File: config.mk
export PLATFORM = sky130hd
export DESIGN_NAME = arrival_queue
export DESIGN_NICKNAME = d
export VERILOG_FILES = /design/src/pifo_pkg.sv /design/src/arrival_queue.sv
export VERILOG_INCLUDE_DIRS = /design/src /design/src/include
export SDC_FILE = /design/constraint.sdc
export NUM_CORES = 1
export LEC_CHECK = 0
export ABC_AREA = 1
export BUFFER_PORTS_ARGS = -buffer_cell sky130_fd_sc_hd__buf_2
export CORE_MARGIN = 8
export CORE_UTILIZATION = 30
export DETAILED_ROUTE_END_ITERATION = 8
export GPL_TIMING_DRIVEN = 0
export PLACE_DENSITY = 0.52
export RECOVER_POWER = 100
export SYNTH_ARGS = -nofsm -noshare
export SYNTH_HDL_FRONTEND = slang
export SYNTH_SLANG_ARGS = --single-unit
export TNS_END_PERCENT = 100
File: constraint.sdc
create_clock -name clk -period 4.75 [get_ports clk]
set_clock_uncertainty 0.05 [all_clocks]
set_input_delay 0.475 -clock clk [delete_from_list [all_inputs] [get_ports clk]]
set_output_delay 0.475 -clock clk [all_outputs]
set_load 0.02 [all_outputs]
File: src/include/pifo_settings.svh
`ifndef PIFO_SETTINGS_SVH
`define PIFO_SETTINGS_SVH

// in-flight packet slots
`define PIFO_SLOTS 8

// processing cores
`define PIFO_CONS 4

`define PIFO_PORTS 2      // output ports

// longest program a descriptor may carry
`define PIFO_STGS 3

`define PIFO_HNDL_W 16    // packet handle width

`define PIFO_AQ_DEPTH 4   // arrival fifo entries

`endif

File: src/pifo_pkg.sv
`default_nettype none
`include "pifo_settings.svh"

package pifo_pkg;

  localparam int SLOT_W = (`PIFO_SLOTS > 1) ? $clog2(`PIFO_SLOTS) : 1;
  localparam int CONS_W = (`PIFO_CONS > 1) ? $clog2(`PIFO_CONS) : 1;
  localparam int PORT_W = (`PIFO_PORTS > 1) ? $clog2(`PIFO_PORTS) : 1;
  localparam int STG_W  = $clog2(`PIFO_STGS + 1);  // holds 0 up to a full program

  typedef logic [SLOT_W-1:0]       slot_t;
  typedef logic [CONS_W-1:0]       cons_t;
  typedef logic [PORT_W-1:0]       port_t;
  typedef logic [STG_W-1:0]        stg_t;
  typedef logic [`PIFO_HNDL_W-1:0] hndl_t;

  typedef enum logic [1:0] {
    SLOT_FREE,
    SLOT_WAIT,  // ready for the next stage
    SLOT_BUSY,  // sitting at a consumer
    SLOT_DONE
  } slot_state_t;

  // arrival word, prog[0] is the first consumer
  typedef struct packed {
    hndl_t                       hndl;
    port_t                       port;
    stg_t                        nstg;
    cons_t [`PIFO_STGS-1:0]      prog;
  } desc_t;

  typedef struct packed {
    slot_t slot;
    cons_t cons;
    stg_t  stg;   // stage index being run
    hndl_t hndl;
  } disp_t;

  typedef struct packed {
    slot_t slot;
    hndl_t hndl;
  } ret_t;

  typedef struct packed {
    slot_t slot;
    hndl_t hndl;
    stg_t  stg;   // stages completed
  } egr_t;

endpackage

`default_nettype wire

File: src/arrival_queue.sv
`timescale 1ns/1ps
`default_nettype none
`include "pifo_settings.svh"

module arrival_queue (
  input  wire                  clk,
  input  wire                  rst_n,
  input  wire                  ar_push,
  input  wire pifo_pkg::desc_t ar_dat,
  output logic                 ar_bp,
  output logic                 aq_vld,
  output pifo_pkg::desc_t      aq_desc,
  input  wire                  alloc
);

  localparam int DEPTH = `PIFO_AQ_DEPTH;
  localparam int AW    = (DEPTH > 1) ? $clog2(DEPTH) : 1;

  pifo_pkg::desc_t mem [DEPTH];
  logic [AW-1:0]   wr_ptr;
  logic [AW-1:0]   rd_ptr;
  logic [AW:0]     count;
  logic            push;

  assign ar_bp   = (count == (AW+1)'(DEPTH));  // full
  assign aq_vld  = (count != '0);
  assign aq_desc = mem[rd_ptr];
  assign push    = ar_push && !ar_bp;

  always_ff @(posedge clk) begin
    if (push) mem[wr_ptr] <= ar_dat;
  end

  always_ff @(posedge clk or negedge rst_n) begin
    if (!rst_n) begin
      wr_ptr <= '0;
      rd_ptr <= '0;
      count  <= '0;
    end else begin
      if (push) wr_ptr <= (int'(wr_ptr) == DEPTH - 1) ? '0 : wr_ptr + 1'b1;
      if (alloc) rd_ptr <= (int'(rd_ptr) == DEPTH - 1) ? '0 : rd_ptr + 1'b1;
      // alloc only follows aq_vld, so no underflow
      if (push && !alloc) count <= count + 1'b1;
      else if (!push && alloc) count <= count - 1'b1;
    end
  end

endmodule

`default_nettype wire

==> flow_summary.ini, run 1 <==
[floorplanning]
die_h_um = 138
io_pins = 56
coreArea_um2 = 14500
start_util_pct = 30.6
dieWidth_um = 138
rows = 44
die-area_um2 = 19000

[detailed_routing]
vias = 2680
drt_iter0_markers = 159
first_pass_iters = 4
routed_wl_um = 9660
viasPerCell = 4.42
ant_nets = 0
wl_per_cell_um = 15.9
drc = 0

[timing]
setup-violations-final = 0
tns_ns = 0
slew_violations = 104
fmax_mhz = 307
min_period_ns = 3.26
finalHoldViolCount = 0
worst_slew_pin_slew_ns = 2.61
period_share_pct = 68.5
rsz0062_at_grt = false
setup_slack_ns = 1.49
relSlewSlack_pct = -74.5

[yosys]
synth_seq_cells = 107
synthesis.area_um2 = 4450
yosys.area.top_type_share_pct = 67.4
synth.lib_cells_used.distinct = 18
yosys_warnings = 0
yosys.area.top_type = edfxtp_1
syn_nets = 386
yosys-top-cells-area = edfxtp_1 67%, o211ai_1 8.4%, nand2_1 7.4%, inv_1 5.5%, dfrtp_1 3.9%
syn_area_per_cell_um2 = 12.7
syn_inst = 350
ys_seq_area_share_pct = 71.4

[worst_hold_path]
holdPathStages = 1
holdCritPathClass = in2reg

[worst_setup_path]
r2r_slack_ns = 1.49
reg2reg_depth = 4
cpPeakStageDelay_ns = 1.95
path_cells = inv_1 -> nand3_1 -> nand2_1 -> nor2_1
rr_endpoint = mem[0][4]
start_kind = register
arrival_ns = 3.11
end_kind = register
crit_slowest_cell = nor2_1
rr_startpoint = count[0]
crit_path_end = mem[0][4]
crit_start = count[0]
worstPathRequired_ns = 4.61
critical_path_class = reg2reg
worstPathMaxFanout = 25

[clocking]
post_cts_resized = 0
tritoncts = done
insertion_delay_ns = 0.34
root_buffer = clkbuf_16
cts_sinks = 107
clockBufferDepth = 2
ctsHtreeMaxLevel = 3
numCtsBuffers = 9
clkTransAtPathRegs_ns = 0.07

[cells_and_area]
drive_above_1_share_pct = 7.35
layout_commonest_cell = edfxtp_1
regArea_um2 = 3180
fill_cells = 1484
multiInputGateArea_um2 = 875
syn2layout_area_growth_pct = 17.5
layout.nets = 453
final_cell_mix = 100 x edfxtp_1, 88 x nand2_1, 66 x inv_1

[place]
place.detailed.hpwl_um = 6210
portBuffers = 55
gp_congestion = 0.690
dpl_worst_slack_ns = 2.55

[global_routing]
gr-total-overflow = 0
track_usage_pct = 10.8
grt_pass1_wl_um = 15100
grt_max_degree = 26
antenna_found_initial = 0
grt_pass1_vias = 2793

[outcome]
status = complete, but fails checks
failed_checks = max-capacitance violations, max-slew violations

[job]
drv_cap = 4

[pwr]
power.leakage_nw = 2.05
irDropWorstVdd_v = 0.000179
powerDensity_nw_per_um2 = 635
==> kinds of logic (layout without fill, tap and decap cells) <==
family                   Yosys count  in the layout  share of synthesized area [%]
buffers and inverters             83            155                           8.99
other                              0              1                              0
AO/OA/AOI/OAI                     53             53                           8.77
XOR/XNOR                           1              1                          0.197
flip-flops                       107            107                           71.4
adder cells (fa/ha/maj)            7              7                           2.14
AND/OR/NAND/NOR                   99             99                           8.54
==> report_power, final <==
part	internal [mW]	switching, mW	leakage (nW)
sequential	1.25	0.0569	1.00
combinational	0.339	0.832	0.887
clock	0.513	0.325	0.161
total	2.11	1.21	2.05
==> Yosys cell counts <==
| cell type | count |
|---|---|
| buf_2 | 2 |
| buf_4 | 3 |
| buf_6 | 10 |
| clkbuf_1 | 1 |
| dfrtp_1 | 7 |
| edfxtp_1 | 100 |
| fa_1 | 1 |
| ha_1 | 6 |
| inv_1 | 65 |
| inv_2 | 2 |
| nand2_1 | 88 |
| nand3_1 | 5 |
| nand4_1 | 1 |
| nor2_1 | 5 |
| o211ai_1 | 50 |
| o21ai_0 | 2 |
| o21ai_1 | 1 |
| xnor2_1 | 1 |
==> final cells by class <==
| class | instances | area share, % |
|---|---|---|
| Clock buffer | 9 | 4.31 |
| Buffer | 16 | 2.56 |
| Antenna cell | 1 | 0.0478 |
| Multi-Input combinational cell | 160 | 16.7 |
| Tap cell | 184 | 4.40 |
| Timing Repair Buffer | 56 | 4.23 |
| Inverter | 67 | 4.81 |
| Sequential cell | 107 | 60.8 |
| Clock inverter | 7 | 2.18 |
==> sequential cells by signal, indices dropped and copies added (netlist names) <==
signal and count:
wr_ptr 2, rd_ptr 2, count 3, mem 100
==> worst max-delay path, delay by kind of cell, from the launching register on <==
kind | cells | cell delay (ns)
simple gates | 3 | 2.27
buf+inv | 1 | 0.07
flops | 1 | 0.42
==> worst min-delay path by stage <==
stage,start,endpoint,slack (ns)
after floorplan,rst_n,count[0],0.13
after global placement,rst_n,wr_ptr[0],0.27
after detailed placement,rst_n,wr_ptr[0],0.27
after CTS,ar_dat[15],mem[1][15],0.28
after global routing,alloc,rd_ptr[1],0.34
final,ar_dat[14],mem[3][14],0.34
==> layer usage <==
layer	wire length [um]	vias up	share of wire, %	track usage [%]
met1	4070	1277	42	12.9
met2	4870	57	50	18.1
met3	593	10	6.1	2.99
li1	-	1336	-	-
met5	0	-	0	0
met4	125	0	1.3	4.48
==> through the flow <==
stage	util (%)	instance area (um^2)	total power [mW]	hold slack (ns)	std cells
2_1_floorplan	-	4450	2.14	0.129	350
3_3_place_gp	34.1	4960	2.56	0.271	589
3_5_place_dp	34.3	4990	2.60	0.275	589
4_1_cts	36.7	5340	3.45	0.280	606
5_1_grt	36.0	5230	3.54	0.345	606
6_report	36.0	5230	3.32	0.336	607
==> what timing repair did <==
| item | CTS | global route |
|---|---|---|
| hold buffers | 1 | 0 |
| hold endpoints to repair | 7 | 0 |
| buffers inserted | 0 | 0 |
No activity file was read; power rests on OpenSTA's default activity.
==> inputs of run 2 (changes only) <==
- clock period: 4.75 -> 3.2 ns (I/O delays scaled with it)
==> flow_summary.ini, run 2 (synthesis results as in run 1) <==
[outcome]
status = completed

[clocking]
clockBufferDepth = 2
clkTransAtPathRegs_ns = 0.07
tritoncts = done
post_cts_resized = 0
postCtsHoldBufs = 1
postCtsSetupRepairBufs = 0
ctsHtreeMaxLevel = 3
insertion_delay_ns = 0.34
numCtsBuffers = 9
cts_sinks = 107
root_buffer = clkbuf_16

[timing]
fmax_mhz = 389
period_share_pct = 80.4
relSlewSlack_pct = 36.9
setup-violations-final = 0
min_period_ns = 2.57
slew_violations = 0
tns_ns = 0
setup_slack_ns = 0.627
rsz0062_at_grt = false
finalHoldViolCount = 0
worst_slew_pin_slew_ns = 0.945

[floorplanning]
die-area_um2 = 19000
io_pins = 56
die_h_um = 138
dieWidth_um = 138
coreArea_um2 = 14500
start_util_pct = 30.6
rows = 44

[detailed_routing]
wl_per_cell_um = 16.0
top_layer_used = met4
met2_length_um = 4950
route.met3.wl_um = 516
drt_iter0_markers = 150
ant_nets = 0
wl_met1_um = 4140
vias = 2676
first_pass_iters = 4
drc = 0
routed_wl_um = 9710
viasPerCell = 4.42

[pwr]
power.leakage_nw = 2.05
switching_share_pct = 36.8
irDropWorstVdd_v = 0.000264
p_seq_share_pct = 39.1
finalPower_mw = 4.94
powerDensity_nw_per_um2 = 939
clkPwrFrac_pct = 25.1
power.net_switching_mw = 1.82
cellInternalPower_mw = 3.13
combPwrFrac_pct = 35.8

[worst_setup_path]
path_cells = buf_4 -> inv_1 -> clkbuf_1 -> o211ai_1 -> nand2_1 -> clkbuf_1
arrival_ns = 2.20
cp.depth = 6
critical_path_class = reg2out
reg2reg_depth = 4
start_kind = register
cpPeakStageDelay_ns = 0.51
end_kind = output port
worstPathMaxFanout = 10
worstPathRequired_ns = 2.83
critical-path-top-delay-family = buffers and inverters
r2r_slack_ns = 1.01
path_common_cell = clkbuf_1
crit_slowest_cell = clkbuf_1
path_buf_inv = 4

[cells_and_area]
largest_register_ffs = 100
syn2layout_area_growth_pct = 18.1
stdcell_count = 606
layout.nets = 453
finalInstanceArea_um2 = 5260
final_cell_mix = 100 x edfxtp_1, 88 x nand2_1, 66 x inv_1
layout_commonest_cell = edfxtp_1
drive_above_1_share_pct = 8.53
largest_register = mem
fill_cells = 1477
reg.largest.list = mem: 100 flops, count: 3 flops
n_antenna_cell = 0

[place]
dpl_worst_slack_ns = 1.00
place.detailed.hpwl_um = 6210
dpl_cell_area_um2 = 4990
portBuffers = 55
gp_congestion = 0.690
dp.cells = 589

[global_routing]
track_usage_pct = 10.8
grt_pass1_vias = 2793
grt_max_degree = 26
grt_pass1_wl_um = 15100
antenna_found_initial = 0
gr-total-overflow = 0

[worst_hold_path]
holdCritPathClass = in2reg
holdPathStages = 1

[job]
drv_cap = 0
[run 2: routing by layer]
| layer | track usage [%] | vias up |
|---|---|---|
| met1 | 12.9 | 1285 |
| met5 | 0 | - |
| li1 | - | 1336 |
| met4 | 4.48 | 0 |
| met3 | 2.99 | 9 |
| met2 | 18.1 | 46 |
[run 2: stage by stage]
step | hold WS [ns] | util (%)
global route | 0.190 | 36.2
detailed placement | 0.120 | 34.3
CTS | 0.125 | 36.7
finish | 0.182 | 36.2
floorplan | -0.0256 | -
global placement | 0.116 | 34.1
[run 2: power groups by stage]
stage               registers [mW]  logic [mW]  clock network, mW
global route                  1.96        1.98               1.33
CTS                           1.93        1.90               1.28
floorplan                     1.95        1.23                  0
finish                        1.93        1.77               1.24
global placement              1.97        1.84                  0
detailed placement            1.96        1.90                  0
[run 2: final timing paths]
check,start,end
min reg2reg,count[2],count[2]
max,rd_ptr[1],aq_desc[13]
max reg2reg,count[0],mem[0][9]
min,ar_dat[14],mem[3][14]
max in group asynchronous,rst_n,rd_ptr[1]
min in group asynchronous,rst_n,wr_ptr[0]
[run 2: cell type report]
| cell class | count | area [um^2] | area share, % |
|---|---|---|---|
| Buffer | 16 | 134 | 2.55 |
| Clock buffer | 9 | 225 | 4.28 |
| Clock inverter | 7 | 114 | 2.16 |
| Inverter | 67 | 251 | 4.78 |
| Multi-Input combinational cell | 160 | 905 | 17.2 |
| Sequential cell | 107 | 3180 | 60.4 |
| Tap cell | 184 | 230 | 4.38 |
| Timing Repair Buffer | 56 | 223 | 4.23 |
