<file path="src/include/pifo_settings.svh">
`ifndef PIFO_SETTINGS_SVH
`define PIFO_SETTINGS_SVH

// in-flight packet slots
`define PIFO_SLOTS 8

// processing cores
`define PIFO_CONS 4

`define PIFO_PORTS 2      // output ports

// longest program a descriptor may carry
`define PIFO_STGS 3

`define PIFO_HNDL_W 16    // packet handle width

`define PIFO_AQ_DEPTH 4   // arrival fifo entries

`endif

</file>
<file path="src/pifo_pkg.sv">
`default_nettype none
`include "pifo_settings.svh"

package pifo_pkg;

  localparam int SLOT_W = (`PIFO_SLOTS > 1) ? $clog2(`PIFO_SLOTS) : 1;
  localparam int CONS_W = (`PIFO_CONS > 1) ? $clog2(`PIFO_CONS) : 1;
  localparam int PORT_W = (`PIFO_PORTS > 1) ? $clog2(`PIFO_PORTS) : 1;
  localparam int STG_W  = $clog2(`PIFO_STGS + 1);  // holds 0 up to a full program

  typedef logic [SLOT_W-1:0]       slot_t;
  typedef logic [CONS_W-1:0]       cons_t;
  typedef logic [PORT_W-1:0]       port_t;
  typedef logic [STG_W-1:0]        stg_t;
  typedef logic [`PIFO_HNDL_W-1:0] hndl_t;

  typedef enum logic [1:0] {
    SLOT_FREE,
    SLOT_WAIT,  // ready for the next stage
    SLOT_BUSY,  // sitting at a consumer
    SLOT_DONE
  } slot_state_t;

  // arrival word, prog[0] is the first consumer
  typedef struct packed {
    hndl_t                       hndl;
    port_t                       port;
    stg_t                        nstg;
    cons_t [`PIFO_STGS-1:0]      prog;
  } desc_t;

  typedef struct packed {
    slot_t slot;
    cons_t cons;
    stg_t  stg;   // stage index being run
    hndl_t hndl;
  } disp_t;

  typedef struct packed {
    slot_t slot;
    hndl_t hndl;
  } ret_t;

  typedef struct packed {
    slot_t slot;
    hndl_t hndl;
    stg_t  stg;   // stages completed
  } egr_t;

endpackage

`default_nettype wire

</file>
<file path="src/egress_queue.sv">
`timescale 1ns/1ps
`default_nettype none
`include "pifo_settings.svh"

module egress_queue (
  input  wire                              clk,
  input  wire                              rst_n,
  input  wire                              ret_go,
  input  wire pifo_pkg::port_t             retire_port,
  input  wire pifo_pkg::egr_t              retire_item,
  output logic [`PIFO_PORTS-1:0]           egr_free,
  output logic [`PIFO_PORTS-1:0]           x_vld,
  output pifo_pkg::egr_t [`PIFO_PORTS-1:0] x_item,
  input  wire [`PIFO_PORTS-1:0]            x_bp
);

  localparam int NP = `PIFO_PORTS;

  logic [NP-1:0] load;

  always_comb begin
    for (int x = 0; x < NP; x++) begin
      load[x] = ret_go && (retire_port == pifo_pkg::port_t'(x));
    end
  end

  assign egr_free = ~x_vld | ~x_bp;

  always_ff @(posedge clk) begin
    for (int x = 0; x < NP; x++) begin
      if (load[x]) x_item[x] <= retire_item;
    end
  end

  always_ff @(posedge clk or negedge rst_n) begin
    if (!rst_n) begin
      x_vld <= '0;
    end else begin
      for (int x = 0; x < NP; x++) begin
        if (load[x]) x_vld[x] <= 1'b1;
        else if (!x_bp[x]) x_vld[x] <= 1'b0;
      end
    end
  end

endmodule

`default_nettype wire

</file>
<file path="config.mk">
export PLATFORM = sky130hd
export DESIGN_NAME = egress_queue
export DESIGN_NICKNAME = d
export VERILOG_FILES = /design/src/pifo_pkg.sv /design/src/egress_queue.sv
export VERILOG_INCLUDE_DIRS = /design/src /design/src/include
export SDC_FILE = /design/constraint.sdc
export NUM_CORES = 1
export LEC_CHECK = 0
export BUFFER_PORTS_ARGS = -buffer_cell sky130_fd_sc_hd__buf_2
export CAP_MARGIN = 20
export CORE_MARGIN = 5
export CORE_UTILIZATION = 35
export CTS_CLUSTER_SIZE = 10
export DETAILED_ROUTE_END_ITERATION = 6
export PLACE_DENSITY = 0.62
export RECOVER_POWER = 50
export SETUP_SLACK_MARGIN = 0.05
export SLEW_MARGIN = 20
export SYNTH_ARGS = -nofsm -noshare
export SYNTH_HDL_FRONTEND = slang
export SYNTH_SLANG_ARGS = --single-unit
</file>
<file path="constraint.sdc">
create_clock -name clk -period 1.7 [get_ports clk]
set_input_delay 0.17 -clock clk [delete_from_list [all_inputs] [get_ports clk]]
set_output_delay 0.17 -clock clk [all_outputs]
set_load 0.02 [all_outputs]
</file>
==> flow_summary.toml, run 1 <==
[global_route]
grt_antenna_before_repair = 0
overflow = 0
grt_max_degree = 23
grtUsageTotal_pct = 10.6
grt_pass1_vias = 791
grt_pass1_wl_um = 3840

[routing]
wirelength_um = 2590
first_iter_violations = 34
ant_nets = 0
dr.pass1.iters = 3
drc = 0
vias = 737
avgViaCountPerCell = 4.12
wl_per_cell_um = 14.4

[power]
p_sw_mw = 0.487
p_per_area_nw_per_um2 = 1260
switching_share_pct = 20.2
combPwrFrac_pct = 9.6
leakage_nw = 0.759
seq_power_share_pct = 53.5
power.internal_mw = 1.92
p_clk_share_pct = 36.9
irDropWorstVdd_v = 0.000629

[timing]
clock.fmax_mhz = 871
slew_violations = 0
tightest_slew_ns = 0.972
hold_violations = 0
finalCriticalPeriod_ns = 1.15
relSlewSlack_pct = 35.2
finalSetupViolCount = 0
post-route-period-util_pct = 67.6
rsz0062_at_grt = "no"
finClkSkew_ns = 0
tns_ns = 0

[cts]
clkLatencyLatePin_ns = 0.29
cts_tree = "done"
cts_num_sinks = 44
clockBufferDepth = 2
cts_root_buf = "clkbuf_8"
cts-buffers-inserted = 5
htreeDepth = 2
cts_resized = 0
cts.clk_slew.worst_paths_ns = 0.07

[final_layout]
fillers = 340
final_nets = 158
diodes = 0
layout-drive-gt1-share_pct = 52.7
syn_to_final_growth_pct = 39.6
final_cell_mix = "buf_2, edfxtp_1, clkbuf_1"
final_common_cell = "buf_2"
final_util_pct = 51.2

[worst_setup_path]
crit_family = "simple AND/OR/NAND/NOR gates"
critPathLaunchType = "input port"
cp_cell_sequence = "clkbuf_1 -> and2_1"
path_buf_inv = 1
cp-end-kind = "flop"
cp_num_cells = 2
slowest_stage = "and2_1"
worst_ep_required_time_ns = 1.61
slowest_delay_ns = 0.78
arrival_ns = 1.06
path_class = "input port to flop"
path_max_fanout = 22
r2r_cells = 2

[floorplan]
fp.dieW_um = 72.4
start_util_pct = 36.7
rows = 22
fp.coreArea_um2 = 3720
die-area_um2 = 5240
die-height_um = 72.4
ioPinCount = 73

[run_status]
outcome = "finished, final reports clean"

[place]
place_congestion = 0.720
dp_hpwl_um = 1930
numPortBuffers = 72

[synthesis]
syn_area_per_cell_um2 = 27.3
netlist.area_leader.share_pct = 92.5
yosysWarnings = 0
synth_area_um2 = 1360
synth_area_leaders = "edfxtp_1, dfrtp_1, nand2b_4"
mappedNetlistNets = 77
ys_seq_elements = 44
ys_seq_area_share_pct = 96.1
synthCells = 50
ys_types = 6
yosys.area.top_type = "edfxtp_1"

[min_path]
hold_depth = 1
hold_path_class = "input port to flop"

[run]
drv_cap = 0
==> state kept, by name, indices dropped and copies added, names as in the netlist <==
signal	cells
x_item	42
x_vld	2
==> cell families after synthesis <==
| family | synth area share (%) |
|---|---|
| DFF | 96.1 |
| and+or+nand+nor | 3.85 |
==> through the flow <==
step	instances	area (um^2)	power, mW	worst slack, ns	hold WS (ns)
CTS	179	1930	2.45	0.530	0.0518
finish	179	1900	2.41	0.552	0.0668
global placement	171	1790	1.55	0.697	-0.0454
global route	179	1900	2.50	0.454	0.0474
floorplan	50	1360	1.44	0.518	-0.126
detailed placement	171	1790	1.55	0.691	-0.0408
==> what timing repair did <==
action                                 in CTS  in global routing
hold buffers                                1                  0
endpoints found under the hold margin       2                  0
setup endpoints to repair                   0                  0
buffers inserted                            0                  0
==> metal layers <==
| metal | wire, um | GRT usage, % |
|---|---|---|
| met4 | 52 | 8.61 |
| met5 | 0 | 0 |
| met1 | 952 | 10.3 |
| met2 | 1280 | 18.0 |
| met3 | 297 | 3.74 |
==> path summary, 6_finish.rpt <==
path / slack [ns] / startpoint / end
max reg2reg: 1.05 / x_vld[0]$_DFFE_PN0P_ / x_vld[0]$_DFFE_PN0P_
min: 0.07 / retire_item[12] / x_item[33]$_DFFE_PP_
max in group asynchronous: 1.38 / rst_n / x_vld[1]$_DFFE_PN0P_
min in group asynchronous: 0.20 / rst_n / x_vld[0]$_DFFE_PN0P_
max: 0.55 / retire_port / x_item[36]$_DFFE_PP_
min reg2reg: 0.52 / x_vld[1]$_DFFE_PN0P_ / x_vld[1]$_DFFE_PN0P_
==> area by class of cell <==
type,instances,area (um^2),share of cell area [%]
flip-flops and latches,44,1310,68.9
repair buffers,74,362,19.0
clock buffers,5,68.8,3.61
clock inverters,2,60.1,3.15
well taps,48,60.1,3.15
multi-input cells,6,42.5,2.23
==> cell usage after synthesis, drive strengths merged <==
master / instances
nor2b: 1
dfrtp: 2
edfxtp: 42
and2: 1
nand2: 2
nand2b: 2
==> power groups by stage <==
stage	combinational (mW)	clock, mW	sequential (mW)
after detailed placement	0.242	0	1.31
after global routing	0.247	0.961	1.29
after CTS	0.244	0.920	1.29
final	0.231	0.888	1.29
after floorplan	0.0304	0	1.41
after global placement	0.240	0	1.31
Power figures use the tool's default switching activity.
==> run 2, diff against run 1 <==
--- a/config.mk
+++ b/config.mk
@@ -6,6 +6,7 @@
 export SDC_FILE = /design/constraint.sdc
 export NUM_CORES = 1
 export LEC_CHECK = 0
+export ABC_AREA = 1
 export BUFFER_PORTS_ARGS = -buffer_cell sky130_fd_sc_hd__buf_2
 export CAP_MARGIN = 20
 export CORE_MARGIN = 5
==> constraint.sdc (replaced) <==
create_clock -name clk -period 1.1 [get_ports clk]
set_input_delay 0.11 -clock clk [delete_from_list [all_inputs] [get_ports clk]]
set_output_delay 0.11 -clock clk [all_outputs]
set_load 0.02 [all_outputs]
==> run 2 against run 1 <==
Compared with the run above:
- utilization rose by 3.0 points
- critical path depth did not move
- sequential share of layout area shrank 3.4 points
- via count increased by 12%
- non-clock buffer count up 13
- largest power group unchanged
- largest cell class unchanged
- clock power grew 32%
- count of clock-buffer cells in the layout grew 1
- register-to-register slack lost 0.61 ns
- design area up 5.1%
- first-iteration DRC count is 21% lower
==> flow_summary.toml, run 2 <==
[timing]
finClkSkew_ns = 0
post-route-period-util_pct = 90.0
hold_violations = 0
tightest_slew_ns = 0.626
finalCriticalPeriod_ns = 0.990
slew_violations = 0
finalSetupViolCount = 0
rsz0062_at_grt = "no"
tns_ns = 0
relSlewSlack_pct = 58.3
clock.fmax_mhz = 1010

[final_layout]
syn_to_final_growth_pct = 48.6
diodes = 0
finalNonFillerCells = 196
final_nets = 174
final_common_cell = "buf_2"
regMostFlops = "x_item"
largest_reg_flops = 42
final_cell_mix = "buf_2, edfxtp_1, clkbuf_1"
layout-drive-gt1-share_pct = 47.3
biggestRegsByFlops = "x_item x42, x_vld x2"

[worst_setup_path]
arrival_ns = 0.88
worst_ep_required_time_ns = 0.99
path_class = "flop to output pin"
critPathLaunchType = "flop"
r2r_setup_slack_ns = 0.44
path_max_fanout = 2
cp-end-kind = "output pin"

[cts]
post_cts_buffers = 0
htreeDepth = 2
cts_root_buf = "clkbuf_8"
cts_tree = "done"
clockBufferDepth = 2
cts-buffers-inserted = 5
cts.clk_slew.worst_paths_ns = 0.07
cts_num_sinks = 44
clkLatencyLatePin_ns = 0.28

[routing]
wirelength_um = 2910
dr.pass1.iters = 4
first_iter_violations = 27
ant_nets = 0
wl_per_cell_um = 14.8
drc = 0
vias = 827
avgViaCountPerCell = 4.22

[run_status]
outcome = "finished, final reports clean"

[synthesis]
netlist.area_leader.share_pct = 93.6
ys_seq_area_share_pct = 97.3
synth-edff-count = 42
ys_types = 5
synth_area_leaders = "edfxtp_1, dfrtp_1, nand2_1"
synth.most_common_cell = "edfxtp_1"
yosysWarnings = 0
ys_top_cells_by_count = "edfxtp_1, nand2_1, inv_1"
ys_seq_elements = 44
synth_area_um2 = 1350
yosys.area.top_type = "edfxtp_1"
synth_top_flop_cell = "edfxtp_1"
mappedNetlistNets = 80
synthArstFlopShare_pct = 4.55
synthCells = 53
syn_area_per_cell_um2 = 25.4

[floorplan]
die-height_um = 72.1
fp.dieW_um = 72.1
ioPinCount = 73
die-area_um2 = 5190
rows = 22
start_util_pct = 36.5
fp.coreArea_um2 = 3690

[power]
leakage_nw = 0.821
irDropWorstVdd_v = 0.00137
p_per_area_nw_per_um2 = 1780

[place]
place_congestion = 0.783
numPortBuffers = 72
numPlacedInstances = 177

[global_route]
overflow = 0
grtUsageTotal_pct = 11.5
grt_pass1_wl_um = 4440
grt_max_degree = 14
grt_pass1_vias = 913
grt_antenna_before_repair = 0

[run]
drv_cap = 0

[min_path]
hold_path_class = "input port to flop"
[run 2: cell count changes in the layout (fill, tap and decap cells not counted), moves of 2 or more]
cell	delta
nand2_1	+2
inv_1	+3
nand2_2	+2
dlygate4sd3_1	+10
clkbuf_1	+3
buf_6	+2
[run 2: worst paths after layout]
path                                       from                   end  cells past startpoint
max                        x_vld[0]$_DFFE_PN0P_           egr_free[0]                      2
min                              retire_item[1]  x_item[22]$_DFFE_PP_                      1
max reg2reg                x_vld[0]$_DFFE_PN0P_  x_vld[0]$_DFFE_PN0P_                      2
min reg2reg                x_vld[1]$_DFFE_PN0P_  x_vld[1]$_DFFE_PN0P_                      2
max in group asynchronous                 rst_n  x_vld[0]$_DFFE_PN0P_                      2
min in group asynchronous                 rst_n  x_vld[1]$_DFFE_PN0P_                      2
[run 2: kinds of logic (layout without fill, tap and decap cells)]
kind of cell | Yosys count | in the layout | synth area share [%]
and+or+nand+nor | 6 | 6 | 1.86
DFF | 44 | 44 | 97.3
buffers and inverters | 3 | 98 | 0.836
[run 2: critical path, stage by stage (launching register included)]
cell     delay [ns]
dfrtp_1        0.39
nand2_2        0.09
buf_6          0.12
[run 2: routing by layer]
| metal | track usage (%) | part of all wire (%) | vias up |
|---|---|---|---|
| met5 | 0 | 0 | - |
| met4 | 3.76 | 1.7 | 0 |
| met3 | 8.59 | 14 | 6 |
| met2 | 18.6 | 51 | 47 |
| met1 | 11.6 | 34 | 387 |
| li1 | - | - | 387 |
[run 2: what timing repair did]
action	CTS	global route
resized for setup	0	6
hold buffers	4	7
endpoints found under the setup margin	0	2
endpoints found under the hold margin	6	12
[run 2: cell type report]
cell class              count  area [um^2]
inverters                   3         11.3
clock buffers               6         72.6
multi-input cells           6         27.5
well taps                  48         60.1
repair buffers             87          484
clock inverters             2         35.0
fillers                   327         1690
flip-flops and latches     44         1310
[run 2: report_power, final]
group / internal (mW) / total [mW] / leakage [nW] / switching [mW]
Clock: 0.673 / 1.17 / 0.0552 / 0.500
Sequential: 1.96 / 1.99 / 0.419 / 0.0285
Combinational: 0.140 / 0.399 / 0.348 / 0.259
Total: 2.77 / 3.56 / 0.821 / 0.787
[run 2: per-stage QoR]
stage	hold slack [ns]	utilization, %	area (um^2)	setup WS (ns)	power [mW]
after floorplan	-0.186	-	1350	0.0980	2.21
after global placement	-0.105	48.7	1800	0.219	2.40
after detailed placement	-0.103	48.7	1800	0.204	2.40
after CTS	0.000478	52.7	1950	0.0696	3.59
after global routing	0.00224	54.3	2000	0.0497	3.72
final	0.0134	54.3	2000	0.110	3.56
