--- src/include/pifo_settings.svh ---
`ifndef PIFO_SETTINGS_SVH
`define PIFO_SETTINGS_SVH

// in-flight packet slots
`define PIFO_SLOTS 8

// processing cores
`define PIFO_CONS 4

`define PIFO_PORTS 2      // output ports

// longest program a descriptor may carry
`define PIFO_STGS 3

`define PIFO_HNDL_W 16    // packet handle width

`define PIFO_AQ_DEPTH 4   // arrival fifo entries

`endif

--- src/pifo_pkg.sv ---
`default_nettype none
`include "pifo_settings.svh"

package pifo_pkg;

  localparam int SLOT_W = (`PIFO_SLOTS > 1) ? $clog2(`PIFO_SLOTS) : 1;
  localparam int CONS_W = (`PIFO_CONS > 1) ? $clog2(`PIFO_CONS) : 1;
  localparam int PORT_W = (`PIFO_PORTS > 1) ? $clog2(`PIFO_PORTS) : 1;
  localparam int STG_W  = $clog2(`PIFO_STGS + 1);  // holds 0 up to a full program

  typedef logic [SLOT_W-1:0]       slot_t;
  typedef logic [CONS_W-1:0]       cons_t;
  typedef logic [PORT_W-1:0]       port_t;
  typedef logic [STG_W-1:0]        stg_t;
  typedef logic [`PIFO_HNDL_W-1:0] hndl_t;

  typedef enum logic [1:0] {
    SLOT_FREE,
    SLOT_WAIT,  // ready for the next stage
    SLOT_BUSY,  // sitting at a consumer
    SLOT_DONE
  } slot_state_t;

  // arrival word, prog[0] is the first consumer
  typedef struct packed {
    hndl_t                       hndl;
    port_t                       port;
    stg_t                        nstg;
    cons_t [`PIFO_STGS-1:0]      prog;
  } desc_t;

  typedef struct packed {
    slot_t slot;
    cons_t cons;
    stg_t  stg;   // stage index being run
    hndl_t hndl;
  } disp_t;

  typedef struct packed {
    slot_t slot;
    hndl_t hndl;
  } ret_t;

  typedef struct packed {
    slot_t slot;
    hndl_t hndl;
    stg_t  stg;   // stages completed
  } egr_t;

endpackage

`default_nettype wire

--- src/context_mem.sv ---
`timescale 1ns/1ps
`default_nettype none
`include "pifo_settings.svh"

module context_mem (
  input  wire                  clk,
  input  wire                  rst_n,
  input  wire                  alloc,
  input  wire pifo_pkg::slot_t alloc_slot,
  input  wire pifo_pkg::desc_t aq_desc,
  input  wire pifo_pkg::slot_t disp_slot,
  input  wire pifo_pkg::stg_t  disp_stg,
  output pifo_pkg::cons_t      disp_cons,
  output pifo_pkg::hndl_t      disp_hndl,
  input  wire                  cmpl_vld,
  input  wire pifo_pkg::ret_t  cmpl,
  input  wire pifo_pkg::slot_t retire_slot,
  output pifo_pkg::egr_t       retire_item,
  output pifo_pkg::port_t      retire_port,
  output pifo_pkg::stg_t       alloc_nstg
);

  localparam int NS = `PIFO_SLOTS;

  pifo_pkg::cons_t [`PIFO_STGS-1:0] prog_mem [NS];
  pifo_pkg::port_t                  port_mem [NS];
  pifo_pkg::hndl_t                  hndl_mem [NS];
  pifo_pkg::stg_t                   done [NS];

  // program and port are fixed for the life of the slot
  always_ff @(posedge clk) begin
    if (alloc) begin
      prog_mem[alloc_slot] <= aq_desc.prog;
      port_mem[alloc_slot] <= aq_desc.port;
    end
  end

  // alloc and cmpl never target the same slot
  always_ff @(posedge clk) begin
    if (alloc) hndl_mem[alloc_slot] <= aq_desc.hndl;
    if (cmpl_vld) hndl_mem[cmpl.slot] <= cmpl.hndl;  // consumer may rewrite the handle
  end

  always_ff @(posedge clk or negedge rst_n) begin
    if (!rst_n) begin
      for (int i = 0; i < NS; i++) begin
        done[i] <= '0;
      end
    end else begin
      if (alloc) done[alloc_slot] <= '0;
      if (cmpl_vld) done[cmpl.slot] <= done[cmpl.slot] + 1'b1;
    end
  end

  assign alloc_nstg = aq_desc.nstg;

  // program entry for the stage about to run
  assign disp_cons = prog_mem[disp_slot][disp_stg];
  assign disp_hndl = hndl_mem[disp_slot];

  assign retire_port = port_mem[retire_slot];

  always_comb begin
    retire_item.slot = retire_slot;
    retire_item.hndl = hndl_mem[retire_slot];
    retire_item.stg  = done[retire_slot];
  end

endmodule

`default_nettype wire

--- config.mk ---
export PLATFORM = sky130hd
export DESIGN_NAME = context_mem
export DESIGN_NICKNAME = d
export VERILOG_FILES = /design/src/pifo_pkg.sv /design/src/context_mem.sv
export VERILOG_INCLUDE_DIRS = /design/src /design/src/include
export SDC_FILE = /design/constraint.sdc
export NUM_CORES = 1
export LEC_CHECK = 0
export ABC_AREA = 1
export BUFFER_PORTS_ARGS = -buffer_cell sky130_fd_sc_hd__buf_4
export CORE_UTILIZATION = 30
export DETAILED_ROUTE_END_ITERATION = 6
export GPL_TIMING_DRIVEN = 0
export HOLD_SLACK_MARGIN = 0.08
export PLACE_DENSITY_LB_ADDON = 0.3
export SETUP_SLACK_MARGIN = 0.02
export SYNTH_ARGS = -nofsm -noshare
export SYNTH_HDL_FRONTEND = slang
export SYNTH_SLANG_ARGS = --single-unit
--- constraint.sdc ---
create_clock -name clk -period 1.9 [get_ports clk]
set_clock_uncertainty 0.1 [all_clocks]
set_input_delay 0.38 -clock clk [delete_from_list [all_inputs] [get_ports clk]]
set_output_delay 0.38 -clock clk [all_outputs]
set_load 0.02 [all_outputs]
==> metrics.csv, run 1 <==
stage,metric,value,unit
drt,DR vias,10090,
outcome,outcome,finished with violations,
synth,Yosys reg bits,200,
timing,Slew @ Worst Pin,1.043,ns
clock_network,H-tree depth,4,
clock_network,CTS tree,yes,
floorplanning,Starting Density,30.49,%
floorplanning,Die Ht,192.1,µm
pwr,peak supply drop,0.6813,mV
synth,largest family of logic cells by synthesized area,compound AO/OA/AOI/OAI gates,
timing,Finish-stage setup viols,37,
layout,share of layout cells above drive strength 1,24.79,%
drt,routed len/inst,21.16,µm
synth,Mapped Nets,1353,
global_routing,first-pass GRT wire length,58710,µm
timing,relative slew slack,30.19,%
timing,Fmax,482.2,MHz
timing,RSZ-0062 raised after global routing,yes,
global_routing,total grt overflow,0,
drt,DRT antenna net count,0,
run,max-cap violations,0,
synth,Ys Warns,0,
timing,minimum clock period after layout,2.074,ns
hold_path,hold crit path type,in2reg,
global_routing,initial antenna violation count,0,
global_routing,largest net degree at the start of global routing,20,
placement,GPL Wtd Cong,0.9289,
timing,final hold violation count,0,
drt,Via density,5.329,
worst_setup_path,"Req. time, crit path",1.42,ns
synth,Yosys top cell area share,50.95,%
clock_network,CTS buffer count,17,
worst_setup_path,CP Max Fanout,2,
drt,DR DRC count,0,
timing,fin crit share,109.2,%
synth,post-synthesis adder-cell area fraction,0,%
drt,Iter 0 DRT Violations,990,
timing,Max Slew Vio Count,0,
layout,final core occ,39.23,%
synth,Mapped Cells,1294,
drt,1st-pass router iterations,7,
clock_network,clk buf depth,2,
worst_setup_path,critical path type,reg2out,
worst_setup_path,critical path arrival,1.59,ns
synth,post-synthesis simple-gate area fraction,15.62,%
timing,Final Worst Setup Slack,-0.1739,ns
outcome,failing checks,setup timing,
synth,Mapped Area,0.01084,mm²
pwr,Leak,5.608,nW
floorplanning,# rows,69,
clock_network,Worst-path clk slew,0.08,ns
floorplanning,core area,0.03557,mm²
floorplanning,Die Area,0.03691,mm²
layout,ant diodes,0,
synth,post-synthesis compound-gate area fraction,21.53,%
clock_network,clk sinks,200,
synth,top post-synthesis cells by area,"edfxtp_1, o21ai_0, nand2_1",
pwr,power per cell area,814.0,mW/mm²
synth,"area leader, netlist",edfxtp_1,
global_routing,GRT Util Overall,21.75,%
synth,multiplexer share of the synthesized area,0,%
clock_network,Skew-Pair Late Insertion Delay,0.45,ns
global_routing,vias in the first global route,9646,
floorplanning,io pins,101,
layout,Area growth syn-to-layout,28.67,%
synth,post-synthesis sequential area ratio,54.64,%
placement,Final HPWL DP,29530,µm
floorplanning,die width,192.1,µm
drt,drt total wl,40060,µm
worst_setup_path,CP Capture Type,primary output,
placement,dpl ws,-0.9864,ns
synth,Synth cell types,22,
layout,fin nets,1478,
placement,I/O Buffers,79,
synth,XOR/XNOR Fraction of Synth Area,0,%
pwr,Overall Power,11.36,mW
worst_setup_path,CP Launch Type,flop,
clock_network,clock root buffer,clkbuf_16,
synth,syn avg cell area,8.380,µm²
## stage by stage
stage               area (µm²)  hold WS [ns]  std cells  setup TNS (ns)
finish                   13950       0.08910       1893          -3.802
global route             13950       0.08419       1893          -5.708
CTS                      13710       0.08155       1890          -3.843
detailed placement       12260        0.1678       1836          -77.08
global placement         12210        0.1647       1834         -127.77
floorplan                11040      -0.01559       1294         -0.6482
## logic make-up (layout without fill, tap and decap cells)
| logic type | after synthesis | in the layout |
|---|---|---|
| flip-flops | 200 | 200 |
| buffers and inverters | 221 | 359 |
| AO/OA/AOI/OAI | 438 | 438 |
| AND/OR/NAND/NOR | 435 | 435 |
## path summary, 6_finish.rpt
path                                 from        endpoint  slack [ns]  cells past startpoint
setup / recovery           hndl_mem[6][3]  retire_item[5]       -0.17                      5
hold / removal                 aq_desc[1]  prog_mem[3][1]        0.09                      1
setup reg to reg                  done[2]         done[5]        0.19                     12
hold reg to reg                  done[14]        done[14]        0.48                      2
max in group asynchronous           rst_n         done[5]        1.26                      2
min in group asynchronous           rst_n         done[0]        0.23                      2
## critical path: stages, from the launching register on
cell	delay, ns
edfxtp_1	0.42
o21ai_1	0.14
o21ai_1	0.09
a21oi_2	0.22
a31oi_2	0.08
buf_4	0.19
## timing repair
item,CTS,global route
buffers inserted,14,1
setup endpoints to repair,53,55
hold endpoints to repair,54,0
cloned,2,2
hold buffers,6,0
gates resized for setup,288,92
pin swaps,36,44
## synthesized netlist by cell type (all sizes together)
cell and count:
nand2 309, o21ai 274, edfxtp 184, inv 114
nor2 94, a21oi 86, clkbuf 70, buf 37
o211ai 36, a31oi 35, nand3 25, dfrtp 16
o22ai 7, or2 6, nand4 1
## per-layer routing
| metal | part of all wire (%) | routed length (µm) | global-route usage [%] |
|---|---|---|---|
| met5 | 0 | 0 | 0 |
| met4 | 3.4 | 1353 | 8.843 |
| met3 | 7.3 | 2912 | 3.709 |
| met2 | 47 | 18940 | 35.32 |
| met1 | 42 | 16850 | 28.60 |
## registers in the layout (all words and copies together), names as in the netlist
register  count
hndl_mem    128
done         16
port_mem      8
prog_mem     48
## cells in the final DEF (no fill, tap or decap), types with 5 or more instances in the layout
| master | count |
|---|---|
| nand2_1 | 306 |
| edfxtp_1 | 184 |
| o21ai_0 | 134 |
| o21ai_1 | 113 |
| inv_1 | 97 |
| buf_4 | 97 |
| nor2_1 | 89 |
| a21oi_2 | 46 |
| a21oi_1 | 40 |
| o211ai_1 | 36 |
| a31oi_2 | 29 |
| o21ai_2 | 26 |
| nand3_1 | 25 |
| clkbuf_16 | 24 |
| clkbuf_1 | 21 |
| buf_2 | 20 |
| dfrtp_1 | 16 |
| inv_2 | 14 |
| buf_6 | 14 |
| clkbuf_8 | 14 |
| clkbuf_2 | 11 |
| clkbuf_4 | 11 |
| o22ai_1 | 7 |
| buf_8 | 7 |
| or2_2 | 6 |
| inv_8 | 6 |
| dlygate4sd3_1 | 6 |
| nor2_2 | 5 |
| buf_12 | 5 |
## cell type report
cell class	instances	area [µm²]
plain buffers	107	917.1
clock buffers	17	425.4
clock inverters	15	183.9
fillers	3558	21620
inverters	114	446.7
multi-input cells	873	4559
flip-flops and latches	200	5926
well taps	461	576.8
repair buffers	106	918.4
## power by group
part	switching [mW]	leakage [nW]	internal, mW
sequential	0.126	1.88	5.13
clock	1.80	0.291	2.00
combinational	1.46	3.43	0.847
(Power assumes the default switching activity.)
==> run 2, diff against run 1 <==
- ABC_AREA: 1 -> default
==> metrics.csv, run 2 <==
stage,metric,value,unit
timing,RSZ-0062 raised after global routing,yes,
synth,Yosys reg bits,200,
floorplanning,io pins,101,
synth,syn avg cell area,14.54,µm²
global_routing,vias in the first global route,7060,
global_routing,GRT Util Overall,17.89,%
synth,post-synthesis async set-or-reset flop share,8.000,%
layout,fin cells,1338,
layout,biggest regs,"hndl_mem x128, prog_mem x48, done x16",
clock_network,clk sinks,200,
drt,DRT antenna net count,0,
outcome,outcome,finished with violations,
synth,Synth top cells by count,"nand2_1, edfxtp_1, mux2_2",
layout,final core occ,39.01,%
timing,WHS,0.1578,ns
timing,final hold violation count,0,
drt,Via density,5.164,
pwr,power per cell area,823.7,mW/mm²
synth,"area leader, netlist",edfxtp_1,
placement,Final HPWL DP,20080,µm
timing,Max Slew Vio Count,0,
drt,Iter 0 DRT Violations,658,
pwr,Logic pwr share,20.5,%
floorplanning,die width,189.4,µm
timing,Slew @ Worst Pin,0.7340,ns
timing,fin crit share,135.4,%
pwr,Leak,5.059,nW
placement,I/O Buffers,92,
floorplanning,Die Ht,189.4,µm
layout,"leading cell type in the layout, fill and taps excluded",nand2_1,
worst_setup_path,CP Max Fanout,1,
global_routing,largest net degree at the start of global routing,20,
floorplanning,Starting Density,30.51,%
drt,1st-pass router iterations,5,
clock_network,Worst-path clk slew,0.07,ns
layout,ant diodes,0,
worst_setup_path,"Slowest-stage cell, CP",mux4_2,
layout,max FFs per register,128,
worst_setup_path,critical path arrival,2.09,ns
layout,fin nets,929,
placement,GPL Wtd Cong,0.7710,
timing,Final Worst Setup Slack,-0.6735,ns
synth,number of synthesized flops with an enable pin,184,
worst_setup_path,delay of the slowest cell on the worst path,0.51,ns
synth,Mapped Cells,725,
drt,routed len/inst,23.36,µm
clock_network,clock root buffer,clkbuf_16,
outcome,failing checks,setup timing,
synth,Synth cell types,39,
clock_network,clk buf depth,2,
floorplanning,Die Area,0.03588,mm²
drt,DR DRC count,0,
synth,"Top FF cell, synth",edfxtp_1,
worst_setup_path,"Req. time, crit path",1.42,ns
global_routing,total grt overflow,0,
worst_setup_path,CP most frequent cell,mux4_2,
synth,most common cell in the netlist,nand2_1,
synth,Yosys top cell area share,52.43,%
pwr,Clock power frac,31.9,%
global_routing,first-pass GRT wire length,45840,µm
run,max-cap violations,0,
worst_setup_path,CP Launch Type,flop,
worst_setup_path,crit path buf inv count,2,
worst_setup_path,critical path's top delay family,multiplexers,
layout,most frequent cells in the layout,"nand2_1, edfxtp_1, mux4_2",
layout,share of layout cells above drive strength 1,47.34,%
worst_setup_path,crit-path cells,"mux4_2, mux4_2, inv_2, o22ai_4, buf_6",
clock_network,H-tree depth,4,
clock_network,Skew-Pair Late Insertion Delay,0.44,ns
pwr,peak supply drop,0.6026,mV
layout,Area growth syn-to-layout,27.88,%
worst_setup_path,critical path type,reg2out,
synth,Ys Warns,0,
synth,post-synthesis sequential area ratio,56.23,%
pwr,P_sw,3.034,mW
synth,top post-synthesis cells by area,"edfxtp_1, mux4_2, mux2_2",
synth,Mapped Nets,784,
clock_network,CTS tree,yes,
clock_network,CTS buffer count,17,
layout,Fillers,3245,
floorplanning,core area,0.03454,mm²
global_routing,initial antenna violation count,0,
drt,drt total wl,31250,µm
pwr,sw frac,27.33,%
worst_setup_path,CP Capture Type,primary output,
floorplanning,# rows,68,
placement,placed cells,1272,
layout,Biggest register,hndl_mem,
timing,Finish-stage setup viols,62,
pwr,sequential share of power,47.5,%
pwr,Pint,8.068,mW
timing,relative slew slack,51.07,%
hold_path,hold crit path type,in2reg,
timing,minimum clock period after layout,2.574,ns
synth,Mapped Area,0.01054,mm²
timing,Fmax,388.6,MHz
drt,DR vias,6910,
==> run 2: cell count changes in the layout (fill, tap and decap cells not counted), moves of 39 or more <==
| cell | previous run | this run |
|---|---|---|
| inv_1 | 97 | 2 |
| mux4_2 | 0 | 84 |
| mux2_2 | 0 | 63 |
| nor2_1 | 89 | 8 |
| o21ai_0 | 134 | 0 |
| a21oi_1 | 40 | 1 |
| nand2_1 | 306 | 203 |
| o21ai_1 | 113 | 6 |
| a21oi_2 | 46 | 0 |
==> run 2: kinds of logic (layout without fill, tap and decap cells) <==
logic type	count (synthesis)	in the layout	share of synthesized area, %
XOR/XNOR	2	2	0.2375
flip-flops	200	200	56.23
AND/OR/NAND/NOR	246	246	9.427
AO/OA/AOI/OAI	24	24	1.816
multiplexers	193	193	29.53
buffers and inverters	60	218	2.766
==> run 2: final cells by class <==
class,instances,area (µm²),area share (%)
Sequential cell,200,5926,43.97
Multi-Input combinational cell,465,4618,34.27
Timing Repair Buffer,127,1200,8.904
Tap cell,455,569.3,4.224
Buffer,47,548.0,4.066
Clock buffer,18,429.2,3.184
Clock inverter,14,127.6,0.9470
Inverter,12,58.81,0.4364
==> run 2: worst paths after layout <==
| kind | from | to | slack, ns | cells past startpoint |
|---|---|---|---|---|
| setup / recovery | prog_mem[7][5] | disp_cons[1] | -0.67 | 5 |
| hold reg to reg | done[5] | done[5] | 0.43 | 2 |
| setup reg to reg | done[8] | done[5] | -0.15 | 8 |
| max in group asynchronous | rst_n | done[2] | 1.25 | 2 |
| hold / removal | cmpl[9] | hndl_mem[6][9] | 0.16 | 3 |
| min in group asynchronous | rst_n | done[7] | 0.25 | 2 |
==> run 2: power groups by stage <==
stage	Sequential (mW)	Clock [mW]	Combinational (mW)
5_1_grt	5.31	3.76	2.41
6_report	5.28	3.54	2.28
2_1_floorplan	5.32	0	1.29
3_3_place_gp	5.37	0	1.94
4_1_cts	5.27	3.60	2.25
3_5_place_dp	5.38	0	1.96
==> run 2: worst register-to-register path, cell delays in order (launching register included) <==
cell and delay, ns:
dfrtp_1 0.41, buf_6 0.12, buf_6 0.11, mux2_4 0.24
a32o_1 0.22, a211oi_2 0.22, buf_4 0.19, xor2_4 0.21
o21ai_1 0.08
==> run 2: per-stage QoR <==
step	TNS (ns)	power [mW]	worst slack, ns	instance area, µm²
after detailed placement	-169.49	7.341	-1.410	12150
after floorplan	-5.483	6.604	-0.3278	10890
after CTS	-14.85	11.13	-0.7179	13410
final	-14.95	11.10	-0.6735	13480
after global routing	-17.11	11.48	-0.7529	13480
after global placement	-165.24	7.306	-1.390	12150
==> run 2: timing repair <==
item                                    4_1_cts  5_1_grt
buffers inserted                             19        6
hold endpoints to repair                     72        0
pin swaps                                     5        5
endpoints found under the setup margin      217      117
gates resized for setup                     104       16
gates cloned                                  3        0
hold buffers                                  8        0
==> run 2: layer usage <==
layer	share of wire (%)	wire length, µm	vias to the layer above	global-route usage (%)
met5	0	0	-	0
met4	2.1	643	0	5.831
met3	5.4	1678	46	2.669
met2	50	15550	241	29.84
met1	43	13380	3576	23.81
li1	-	-	3047	-
